[src/uart_tx_pkg.sv]
package uart_tx_pkg;

	// frame layout: start, data lsb first, even parity, stop
	localparam int DATA_W     = 8;          // data bits per frame
	localparam int FRAME_BITS = DATA_W + 3; // start + data + parity + stop

	// width of a counter that walks every bit position of a frame
	localparam int BIT_IDX_W = $clog2(FRAME_BITS);

	// line levels
	localparam logic START_BIT = 1'b0; // line pulled low to open a frame
	localparam logic STOP_BIT  = 1'b1; // also the idle level of the line

	// one data byte as it moves from producer to line
	typedef logic [DATA_W-1:0] byte_t;

endpackage

[src/baud_generator.sv]
`timescale 1ns/1ps

module baud_generator #(
	parameter int CLKS_PER_BIT = 5000 // 48 MHz / 9600 baud
) (
	input  logic clk,       // system clock
	input  logic i_rst,     // synchronous active high reset
	input  logic i_restart, // realign bit period to a new frame
	output logic o_tick     // one-cycle pulse per bit period
);

	localparam int CNT_W = (CLKS_PER_BIT > 1) ? $clog2(CLKS_PER_BIT) : 1;
	localparam logic [CNT_W-1:0] RELOAD = CNT_W'(CLKS_PER_BIT - 1);

	logic [CNT_W-1:0] cnt; // down counter that ticks at zero

	always_ff @(posedge clk) begin
		if (i_rst || i_restart) begin
			cnt <= RELOAD; // full period from here on
		end else if (cnt == '0) begin
			cnt <= RELOAD; // wrap into the next period
		end else begin
			cnt <= cnt - 1'b1;
		end
	end

	// tick lands exactly CLKS_PER_BIT cycles after a restart cycle
	assign o_tick = (cnt == '0);

	// a one-cycle period would leave tick stuck high
	initial begin
		assert (CLKS_PER_BIT >= 2)
			else $error("baud_generator needs at least two clocks per bit");
	end

endmodule

[src/tx_req_ack_port.sv]
`timescale 1ns/1ps

module tx_req_ack_port
	import uart_tx_pkg::*;
(
	input  logic  clk,       // system clock
	input  logic  i_rst,     // sync reset, active high
	input  logic  i_req,     // producer request, four phase
	input  byte_t i_data,    // held stable while i_req is high
	input  logic  i_full,    // fifo has no free slot
	output logic  o_ack,     // byte stored, producer may drop req
	output logic  o_wr_en,   // one pulse per handshake
	output byte_t o_wr_data  // byte captured from the producer
);

	localparam logic ST_WAIT  = 1'b0; // waiting for a new request
	localparam logic ST_ACKED = 1'b1; // ack up, waiting for req to drop

	logic state;

	always_ff @(posedge clk) begin
		if (i_rst) begin
			state   <= ST_WAIT;
			o_wr_en <= 1'b0;
		end else begin
			o_wr_en <= 1'b0; // default, pulse only
			case (state)
				ST_WAIT: begin
					if (i_req && !i_full) begin // hold off ack while full
						state   <= ST_ACKED;
						o_wr_en <= 1'b1; // write goes in with the ack
					end
				end
				ST_ACKED: begin
					if (!i_req) state <= ST_WAIT; // phase 3 seen, drop ack
				end
				default: state <= ST_WAIT;
			endcase
		end
	end

	// payload only, no reset needed
	always_ff @(posedge clk) begin
		if (state == ST_WAIT && i_req) o_wr_data <= i_data;
	end

	assign o_ack = (state == ST_ACKED);

	// ack must answer a live request, never an idle line
	a_ack_needs_req: assert property (@(posedge clk) disable iff (i_rst)
		$rose(o_ack) |-> i_req)
		else $error("o_ack rose while i_req was low");

endmodule

[src/tx_fifo.sv]
`timescale 1ns/1ps

module tx_fifo
	import uart_tx_pkg::*;
#(
	parameter int FIFO_AW = 4 // depth is 2**FIFO_AW
) (
	input  logic  clk,       // system clock
	input  logic  i_rst,     // sync reset, active high
	input  logic  i_wr_en,   // push i_wr_data
	input  byte_t i_wr_data, // byte from the handshake port
	input  logic  i_rd_en,   // pop, data shows next cycle
	output byte_t o_rd_data, // head byte, held until next pop
	output logic  o_full,    // no free slot
	output logic  o_empty    // nothing queued
);

	localparam int DEPTH = 2 ** FIFO_AW;

	byte_t              mem [DEPTH]; // storage, no reset
	logic [FIFO_AW-1:0] wr_ptr;      // next slot to write
	logic [FIFO_AW-1:0] rd_ptr;      // next slot to read
	logic [FIFO_AW:0]   count;       // occupancy, one extra bit for full
	logic               do_wr;       // qualified write
	logic               do_rd;       // qualified read

	assign do_wr = i_wr_en && !o_full;
	assign do_rd = i_rd_en && !o_empty;

	// pointers and occupancy
	always_ff @(posedge clk) begin
		if (i_rst) begin
			wr_ptr <= '0;
			rd_ptr <= '0;
			count  <= '0;
		end else begin
			if (do_wr) wr_ptr <= wr_ptr + 1'b1; // wraps at depth
			if (do_rd) rd_ptr <= rd_ptr + 1'b1;
			case ({do_wr, do_rd})
				2'b10:   count <= count + 1'b1;
				2'b01:   count <= count - 1'b1;
				default: count <= count; // none, or push and pop together
			endcase
		end
	end

	// storage write port
	always_ff @(posedge clk) begin
		if (do_wr) mem[wr_ptr] <= i_wr_data;
	end

	// registered read port, payload only
	always_ff @(posedge clk) begin
		if (do_rd) o_rd_data <= mem[rd_ptr];
	end

	// flags follow count, so a write into empty clears empty next cycle
	assign o_full  = (count == (FIFO_AW+1)'(DEPTH));
	assign o_empty = (count == '0);

	// upstream must respect full
	a_no_overflow: assert property (@(posedge clk) disable iff (i_rst)
		!(i_wr_en && o_full))
		else $error("write into a full fifo");

	// downstream must respect empty
	a_no_underflow: assert property (@(posedge clk) disable iff (i_rst)
		!(i_rd_en && o_empty))
		else $error("read from an empty fifo");

endmodule

[src/tx_serializer.sv]
`timescale 1ns/1ps

module tx_serializer
	import uart_tx_pkg::*;
(
	input  logic  clk,       // system clock
	input  logic  i_rst,     // synchronous active high reset
	input  logic  i_empty,   // fifo has no byte waiting
	input  byte_t i_rd_data, // head byte valid the cycle after a pop
	input  logic  i_tick,    // end of the current bit period
	output logic  o_rd_en,   // pop one byte
	output logic  o_restart, // realign the baud generator
	output logic  o_tx,      // serial line
	output logic  o_busy     // frame on the line
);

	localparam logic [2:0] ST_IDLE   = 3'd0; // line idle with the fifo empty
	localparam logic [2:0] ST_LOAD   = 3'd1; // popped byte arriving while baud restarts
	localparam logic [2:0] ST_START  = 3'd2; // start bit
	localparam logic [2:0] ST_DATA   = 3'd3; // eight data bits, lsb first
	localparam logic [2:0] ST_PARITY = 3'd4; // even parity bit
	localparam logic [2:0] ST_STOP   = 3'd5; // stop bit

	logic [2:0]           state;
	logic [DATA_W:0]      shreg;   // parity over the data byte shifting right
	logic [BIT_IDX_W-1:0] bit_idx; // frame position counted from the start bit
	logic                 chain;   // next byte ready at end of stop

	assign chain = (state == ST_STOP) && i_tick && !i_empty;

	// pop when leaving idle or when chaining into the next frame
	assign o_rd_en   = ((state == ST_IDLE) && !i_empty) || chain;
	assign o_restart = (state == ST_LOAD); // start bit gets a full period

	always_ff @(posedge clk) begin
		if (i_rst) begin
			state   <= ST_IDLE;
			bit_idx <= '0;
		end else begin
			case (state)
				ST_IDLE: begin
					if (!i_empty) state <= ST_LOAD;
				end
				ST_LOAD: begin
					state   <= ST_START; // byte now on i_rd_data
					bit_idx <= '0;
				end
				ST_START: begin
					if (i_tick) begin
						state   <= ST_DATA;
						bit_idx <= bit_idx + 1'b1;
					end
				end
				ST_DATA: begin
					if (i_tick) begin
						bit_idx <= bit_idx + 1'b1;
						if (bit_idx == BIT_IDX_W'(DATA_W)) state <= ST_PARITY; // last data bit
					end
				end
				ST_PARITY: begin
					if (i_tick) begin
						state   <= ST_STOP;
						bit_idx <= bit_idx + 1'b1;
					end
				end
				ST_STOP: begin
					if (chain) begin
						state   <= ST_START; // back to back on an already aligned baud
						bit_idx <= '0;
					end else if (i_tick) begin
						state <= ST_IDLE;
					end
				end
				default: state <= ST_IDLE;
			endcase
		end
	end

	// shift register loads as the start bit ends
	always_ff @(posedge clk) begin
		if (state == ST_START && i_tick) begin
			shreg <= {^i_rd_data, i_rd_data}; // even parity on top
		end else if (state == ST_DATA && i_tick) begin
			shreg <= shreg >> 1; // lsb first until parity lands in bit 0
		end
	end

	always_comb begin
		case (state)
			ST_START:          o_tx = START_BIT;
			ST_DATA, ST_PARITY: o_tx = shreg[0];
			default:           o_tx = STOP_BIT; // idle, load, stop
		endcase
	end

	assign o_busy = (state != ST_IDLE) && (state != ST_LOAD);

	// line rests high whenever no frame is out
	a_idle_high: assert property (@(posedge clk) disable iff (i_rst)
		!o_busy |-> o_tx)
		else $error("tx line low while not busy");

endmodule

[src/uart_tx_top.sv]
`timescale 1ns/1ps

module uart_tx_top
	import uart_tx_pkg::*;
#(
	parameter int CLKS_PER_BIT = 5000, // 48 MHz / 9600 baud
	parameter int FIFO_AW      = 4     // 16 byte queue
) (
	input  logic  clk,    // system clock
	input  logic  i_rst,  // sync reset, active high
	input  logic  i_req,  // producer request
	input  byte_t i_data, // producer byte
	output logic  o_ack,  // producer acknowledge
	output logic  o_tx,   // serial line
	output logic  o_busy  // frame on the line
);

	logic  wr_en;      // port to fifo push
	byte_t wr_data;    // port to fifo byte
	logic  full;       // fifo back-pressure
	logic  empty;      // fifo has nothing for the serializer
	byte_t rd_data;    // fifo head byte
	logic  rd_en;      // serializer pop
	logic  bg_restart; // serializer realigns baud at frame start
	logic  tick;       // one pulse per bit period

	tx_req_ack_port u_port (
		.clk       (clk),
		.i_rst     (i_rst),
		.i_req     (i_req),
		.i_data    (i_data),
		.i_full    (full),
		.o_ack     (o_ack),
		.o_wr_en   (wr_en),
		.o_wr_data (wr_data)
	);

	tx_fifo #(.FIFO_AW(FIFO_AW)) u_fifo (
		.clk       (clk),
		.i_rst     (i_rst),
		.i_wr_en   (wr_en),
		.i_wr_data (wr_data),
		.i_rd_en   (rd_en),
		.o_rd_data (rd_data),
		.o_full    (full),
		.o_empty   (empty)
	);

	baud_generator #(.CLKS_PER_BIT(CLKS_PER_BIT)) u_baud (
		.clk       (clk),
		.i_rst     (i_rst),
		.i_restart (bg_restart),
		.o_tick    (tick)
	);

	tx_serializer u_ser (
		.clk       (clk),
		.i_rst     (i_rst),
		.i_empty   (empty),
		.i_rd_data (rd_data),
		.i_tick    (tick),
		.o_rd_en   (rd_en),
		.o_restart (bg_restart),
		.o_tx      (o_tx),
		.o_busy    (o_busy)
	);

endmodule

[config.mk]
export PLATFORM = sky130hd
export DESIGN_NAME = uart_tx_top
export DESIGN_NICKNAME = d
export VERILOG_FILES = /design/src/uart_tx_pkg.sv /design/src/baud_generator.sv /design/src/tx_req_ack_port.sv /design/src/tx_fifo.sv /design/src/tx_serializer.sv /design/src/uart_tx_top.sv
export SDC_FILE = /design/constraint.sdc
export NUM_CORES = 1
export LEC_CHECK = 0
export ABC_AREA = 1
export BUFFER_PORTS_ARGS = -buffer_cell sky130_fd_sc_hd__clkbuf_2
export CAP_MARGIN = 20
export CORE_UTILIZATION = 50
export DETAILED_ROUTE_END_ITERATION = 12
export GPL_ROUTABILITY_DRIVEN = 0
export PLACE_DENSITY_LB_ADDON = 0.05
export SYNTH_ARGS = -nofsm -noshare
export SYNTH_HDL_FRONTEND = slang
export SYNTH_SLANG_ARGS = --single-unit
[constraint.sdc]
create_clock -name clk -period 2.5 [get_ports clk]
set_input_delay 0.25 -clock clk [delete_from_list [all_inputs] [get_ports clk]]
set_output_delay 0.25 -clock clk [all_outputs]
set_load 0.02 [all_outputs]
After elaboration in Yosys (flattened, before gate mapping):

Memories as Yosys holds them, arrays and structs flattened. A register that Yosys moved wholly into a read port is not among the register bits.
Cells that the tools add are included.

* add/sub/neg operators: 6
* multipliers: 0
* div/mod/pow operators: 0
* magnitude comparators: 0
* equality and inequality tests: 18
* shift-type cells: 0
* mux-type cells: 20
* bitwise logic cells: 1
* reductions and logical operators: 28

Operators with widths (count)
* 2-to-1 mux 3 bit: 7
* 2-to-1 mux 9 bit: 2
* one-hot mux 3 bit (6 select lines): 1
* zero test 13 bit: 1
* subtractor 13 x 1 -> 13 bit (second input constant): 1
* adder 4 x 1 -> 4 bit (second input constant): 3
* != test 2 x 1 -> 1 bit (second input constant): 6
* one-hot mux 4 bit (3 select lines): 1
* logical AND 1 bit: 10
* one-hot mux 5 bit (2 select lines): 1
* 2-to-1 mux 4 bit: 2
* parity 8 bit: 1
* == test 3 x 2 -> 1 bit (second input constant): 2
* == test 3 bit (second input constant): 2
* != test 3 x 1 -> 1 bit (second input constant): 2
* AND reduction 6 bit: 1
* nonzero test 3 bit: 2
* OR reduction 2 bit: 3
* adder 5 x 1 -> 5 bit (second input constant): 1
* == test 5 bit (second input constant): 1
* zero test 5 bit: 1
* subtractor 5 x 1 -> 5 bit (second input constant): 1
* == test 4 bit (second input constant): 1
* 2-to-1 mux 1 bit: 4
* 12 further kinds: 16

* register bits: 52
* latch bits: 0
* bits in writable memories: 128
* memory bits (read-only): 0
* bits of input ports: 11
* output and inout bits: 3
* memories: 1

Memories
* u_fifo.mem: depth 16, bits a word 8, read ports 1, clocked after memory_dff 1, write ports 1, RTL line tx_fifo.sv:20 `byte_t mem [DEPTH];`

Logic depth before layout (Yosys ltp):

* depth after elaboration: 7
* gate-level depth with buffers: 16
* gate-level depth less buffers: 16

By module:

Synthesis repeated with hierarchy kept, for this count alone.

* cell total of the unflattened synthesis: 930
* area, all modules: 8749.6 um^2

Modules (own cells, without submodules)
* tx_fifo: instances 1, cells an instance 663, area each 6577.6 um^2, sequential area each 4344.2 um^2
* tx_serializer: instances 1, cells an instance 156, area each 1118.6 um^2, sequential area each 410.4 um^2
* baud_generator: instances 1, cells an instance 91, area each 730.7 um^2, sequential area each 260.2 um^2
* tx_req_ack_port: instances 1, cells an instance 20, area each 322.8 um^2, sequential area each 280.3 um^2

Worst setup path before layout:

Ideal clock, no wire load.

* kind: reg2reg
* from: register u_baud.cnt[0]
* to: register u_fifo.count[4]
* setup time: 70 ps
* arrival: 2386 ps
* slack: 44 ps
* cell stages (with the launch flop): 17
* period minus slack after synthesis: 2456 ps
* path through: dfxtp_1 -> inv_1 -> ha_1 -> inv_1 -> nor2_1 -> nand2_1 -> nor3_2 -> nand2_1 -> nand2_2 -> ha_1 -> fa_1 -> nand2_1 -> nand2_1 -> a21oi_1 -> xor2_1 -> nand2_1 -> a21oi_1

* word-level cells in the longest chain between the ends: 7
* elaborated cells on any way between the ends: 9
* those cells by class: 2 x eq/ne; 1 x mux; 6 x reduce/logical

Ends and longest elaborated chain
* start: declaration: RTL line baud_generator.sv:15 `logic [CNT_W-1:0] cnt;`
* start signal: assignment: RTL line baud_generator.sv:23 `cnt <= cnt - 1'b1;`
* zero test 13 bit *: RTL line baud_generator.sv:28 `assign o_tick = (cnt == '0);`
* logical AND 1 bit * (2 in a row): RTL line tx_serializer.sv:29 `assign chain = (state == ST_STOP) && i_tick && !i_empty;`
* logical OR 1 bit *: RTL line tx_serializer.sv:32 `assign o_rd_en = ((state == ST_IDLE) && !i_empty) || chain;`
* logical AND 1 bit *: RTL line tx_fifo.sv:28 `assign do_rd = i_rd_en && !o_empty;`
* named net u_fifo.do_rd: RTL line tx_fifo.sv:25 `logic do_rd;`
* == test 2 x 1 -> 1 bit or == test 2 bit (tied branches): RTL line tx_fifo.sv:39 `case ({do_wr, do_rd})`
* one-hot mux 5 bit (2 select lines) or nonzero test 2 bit (tied branches)
* end signal: assignment: RTL line tx_fifo.sv:40 `2'b10: count <= count + 1'b1;`
* end signal: assignment: RTL line tx_fifo.sv:41 `2'b01: count <= count - 1'b1;`
* end signal: assignment: RTL line tx_fifo.sv:42 `default: count <= count;`
* end: declaration: RTL line tx_fifo.sv:23 `logic [FIFO_AW:0] count;`

The timed path passes the listed nets; every way through them passes the cells marked *.
A chain may end at the register's enable or synchronous reset.

Worst setup path in the final report:

* from: register u_fifo.count[3]
* to: register u_fifo.count[4]

* word-level cells in the longest chain between the ends: 7
* elaborated cells on any way between the ends: 15
* those cells by class: 2 x add/sub; 3 x eq/ne; 1 x mux; 9 x reduce/logical

Ends and longest elaborated chain
* zero test 5 bit *: RTL line tx_fifo.sv:59 `assign o_empty = (count == '0);`
* zero test 1 bit *: RTL line tx_fifo.sv:28, tx_serializer.sv:29, tx_serializer.sv:32
* logical AND 1 bit, on equally long branches: RTL line tx_serializer.sv:32, tx_serializer.sv:29
* logical OR 1 bit: RTL line tx_serializer.sv:32
* logical AND 1 bit *: RTL line tx_fifo.sv:28
* named net u_fifo.do_rd: RTL line tx_fifo.sv:25
* == test 2 x 1 -> 1 bit or == test 2 bit (tied branches): RTL line tx_fifo.sv:39
* one-hot mux 5 bit (2 select lines) or nonzero test 2 bit (tied branches)

Marks and branches as above.

==> impl_metrics.json <==
{
  "r2r_end": "u_fifo.count[4]",
  "cts-root-buf": "clkbuf_16",
  "finalClockSkew_ps": 9.762,
  "worstSetupEndpointType": "flop",
  "antenna_found_initial": 0,
  "portBuffers": 13,
  "timing.final.ws_setup_ps": 118.4,
  "hold_depth": 3,
  "clock_tree.buffer_depth": 2,
  "synthCells": 732,
  "timing.hold.ws_ps": 63.36,
  "critPathBufInv": 1,
  "critPathTopFamily": "simple AND/OR/NAND/NOR gates",
  "vias": 5284,
  "slew_violations": 0,
  "instances_no_fill": 1000,
  "r2r_start": "u_fifo.count[3]",
  "p_leak_nw": 3.241,
  "viasPerCell": 5.284,
  "cp.required_ps": 2860,
  "hold_start": "i_req",
  "crit_type": "reg -> reg",
  "grt_pass1_wl_um": 26300,
  "hp-class": "in -> reg",
  "hold_viol": 0,
  "seqCellArea_um2": 5296,
  "drt_wl_total_um": 17090,
  "drtIter0Drc": 520,
  "cts_tree": "yes",
  "status": "finished, final reports clean",
  "drv_cap": 0,
  "multi_input_area_um2": 2535,
  "ys.flop_type": "edfxtp_1",
  "cts_buffers": 17,
  "grt_pass1_vias": 4775,
  "insertion_delay_ps": 420,
  "avgRoutedWirePerCell_um": 17.09,
  "slowest_delay_ps": 410,
  "clockPowerShare": 0.296,
  "dp_hpwl_um": 10690,
  "nFillCells": 1342,
  "netlist_area_um2": 8118,
  "hold_end": "u_port.o_ack",
  "drc": 0,
  "num_rows": 46,
  "crit_slowest_cell": "fa_1",
  "ir_drop_uv": 585.0,
  "layout-drive-gt1-share": 0.1531,
  "p_switching_mw": 2.924,
  "crit_chain": "nor2_1 > nand4_1 > nand2_1 > inv_1 > nand2_2 > nand2_2 > ha_4 > fa_1 > nand2_1 > nand2_1 > a21oi_1 > xor2_1 > nand2_1 > a21oi_1",
  "diodes": 0,
  "layout.nets": 796,
  "ant_nets": 0,
  "start_kind": "flop",
  "initial_utilization": 0.5110,
  "yosysTopAreaCellShare": 0.5660,
  "fmax_mhz": 419.9,
  "core_um2": 15890,
  "ys_top_cells_by_count": "edfxtp_1, nor2_1, nand2_1",
  "p_sw_frac": 0.3297,
  "fin_setup_tns_ps": 0,
  "grt_max_degree": 68,
  "seq_area_frac_synth": 0.6523,
  "synth_area_leaders": "edfxtp_1, dfxtp_1, nor2_1",
  "die_w_um": 129.4,
  "synthToLayoutAreaGrowth_pct": 13.79,
  "grt_overflow": 0,
  "ctsHtreeMaxLevel": 4,
  "place_ws_ps": -2.305,
  "yosysTopAreaCell": "edfxtp_1",
  "crit_path_max_fanout": 5,
  "first_pass_iters": 5,
  "clock_sinks": 188,
  "async_reset_ff_frac": 0,
  "syn_area_per_cell_um2": 11.09,
  "synth.distinct_cells": 35,
  "reg2reg_depth": 14,
  "path_clk_slew_ps": 70,
  "ios": 14,
  "die_h_um": 129.4,
  "power_density_nw_per_um2": 960.2,
  "slew_headroom": 0.4824,
  "dieArea_um2": 16750,
  "final.period_utilization": 0.9526,
  "combPwrFrac": 0.275,
  "place_inst": 957,
  "post-route-min-period_ps": 2382,
  "setup_viol": 0,
  "cpMostUsedCell": "nand2_1",
  "synth-edff-count": 153,
  "synth_nets": 757,
  "ys_ff_latch": 188,
  "yosysMostFrequentCell": "edfxtp_1",
  "cp_data_arrival_time_ps": 2740,
  "tightest_slew_ps": 776.3,
  "r2r_setup_slack_ps": 120,
  "synth_warnings": 0,
  "power.internal_mw": 5.946,
  "grt_use_total": 0.2148,
  "p_seq_frac": 0.429
}
-- what timing repair did --
action,CTS,global route
hold buffers,8,0
buffers inserted,0,3
pin swaps,0,2
endpoints found under the hold margin,8,0
endpoints found under the setup margin,1,2
gates cloned,0,0
resized for setup,1,5
-- routing by layer --
metal	up-vias	routed length (um)	track usage
met1	2503	8421	0.3233
met4	0	213	0.07524
li1	2622	-	-
met3	14	744	0.03386
met2	145	7709	0.3169
met5	-	0	0
-- power by group through the flow --
stage / logic (mW) / registers (mW) / clock network [mW]
finish: 2.44 / 3.80 / 2.63
global route: 2.72 / 3.83 / 2.79
CTS: 2.36 / 3.80 / 2.67
detailed placement: 2.33 / 3.87 / 0
global placement: 2.29 / 3.86 / 0
floorplan: 1.74 / 3.82 / 0
-- layout make-up --
class                           instances  area share
Sequential cell                       188      0.5733
Multi-Input combinational cell        472      0.2744
Clock buffer                           17     0.04605
Timing Repair Buffer                   49     0.04253
Tap cell                              216     0.02926
Inverter                               43     0.01747
Clock inverter                         15     0.01693
-- tightest hold or removal path, stage by stage --
cell	delay, ps
clkbuf_2	90
o21ai_0	60
nor2_1	40
-- sequential cells by signal, indices dropped and copies added, names as in the netlist --
signal,cells
u_ser.state,3
u_port.o_ack,1
u_fifo.count,5
u_ser.shreg,9
u_fifo.rd_ptr,4
u_port.o_wr_en,1
u_fifo.wr_ptr,4
u_port.o_wr_data,8
u_fifo.mem,128
u_fifo.o_rd_data,8
u_baud.cnt,13
u_ser.bit_idx,4
-- per-stage QoR --
step / total power, mW / util / instance area (um2)
detailed placement: 6.197 / 0.5362 / 8517
global placement: 6.150 / 0.5362 / 8517
finish: 8.870 / 0.5815 / 9238
CTS: 8.828 / 0.5780 / 9181
global route: 9.339 / 0.5815 / 9238
floorplan: 5.558 / - / 8118
-- worst max path at each step --
stage	startpoint	to	slack, ps	cells past startpoint
3_5_place_dp	u_baud.cnt[0]	u_fifo.count[4]	-2	16
5_1_grt	u_baud.cnt[0]	u_fifo.count[3]	-8	15
4_1_cts	u_baud.cnt[0]	u_fifo.count[4]	50	16
2_1_floorplan	u_baud.cnt[0]	u_fifo.count[4]	40	16
6_report	u_fifo.count[3]	u_fifo.count[4]	120	14
3_3_place_gp	u_baud.cnt[0]	u_fifo.count[4]	70	16
-- kinds of logic after synthesis --
kind of cell | Yosys count | share of synthesized area
AOI/OAI and AO/OA | 141 | 0.09926
and+or+nand+nor | 299 | 0.1666
buffers and inverters | 72 | 0.03992
DFF | 188 | 0.6523
adders and majority gates | 14 | 0.02250
xor gates and xnor gates | 18 | 0.01942
-- cell usage in the layout (no fill, tap or decap), types with 3 or more instances in the layout --
cell type	instances
nand2_1	82
dfxtp_1	34
edfxtp_1	153
clkbuf_16	17
inv_8	4
nor2_1	130
nand2_2	10
nand3_1	41
inv_2	5
nand2_4	3
nand4_1	4
inv_1	37
buf_4	25
nor2_2	15
clkbuf_2	13
xnor2_1	9
xor2_1	9
clkinvlp_4	4
ha_1	11
dlygate4sd3_1	8
buf_12	3
a21oi_1	20
o21ai_0	75
o211ai_1	32
o21ai_1	11
nor2_4	5
No activity file was read; power rests on OpenSTA's default activity.
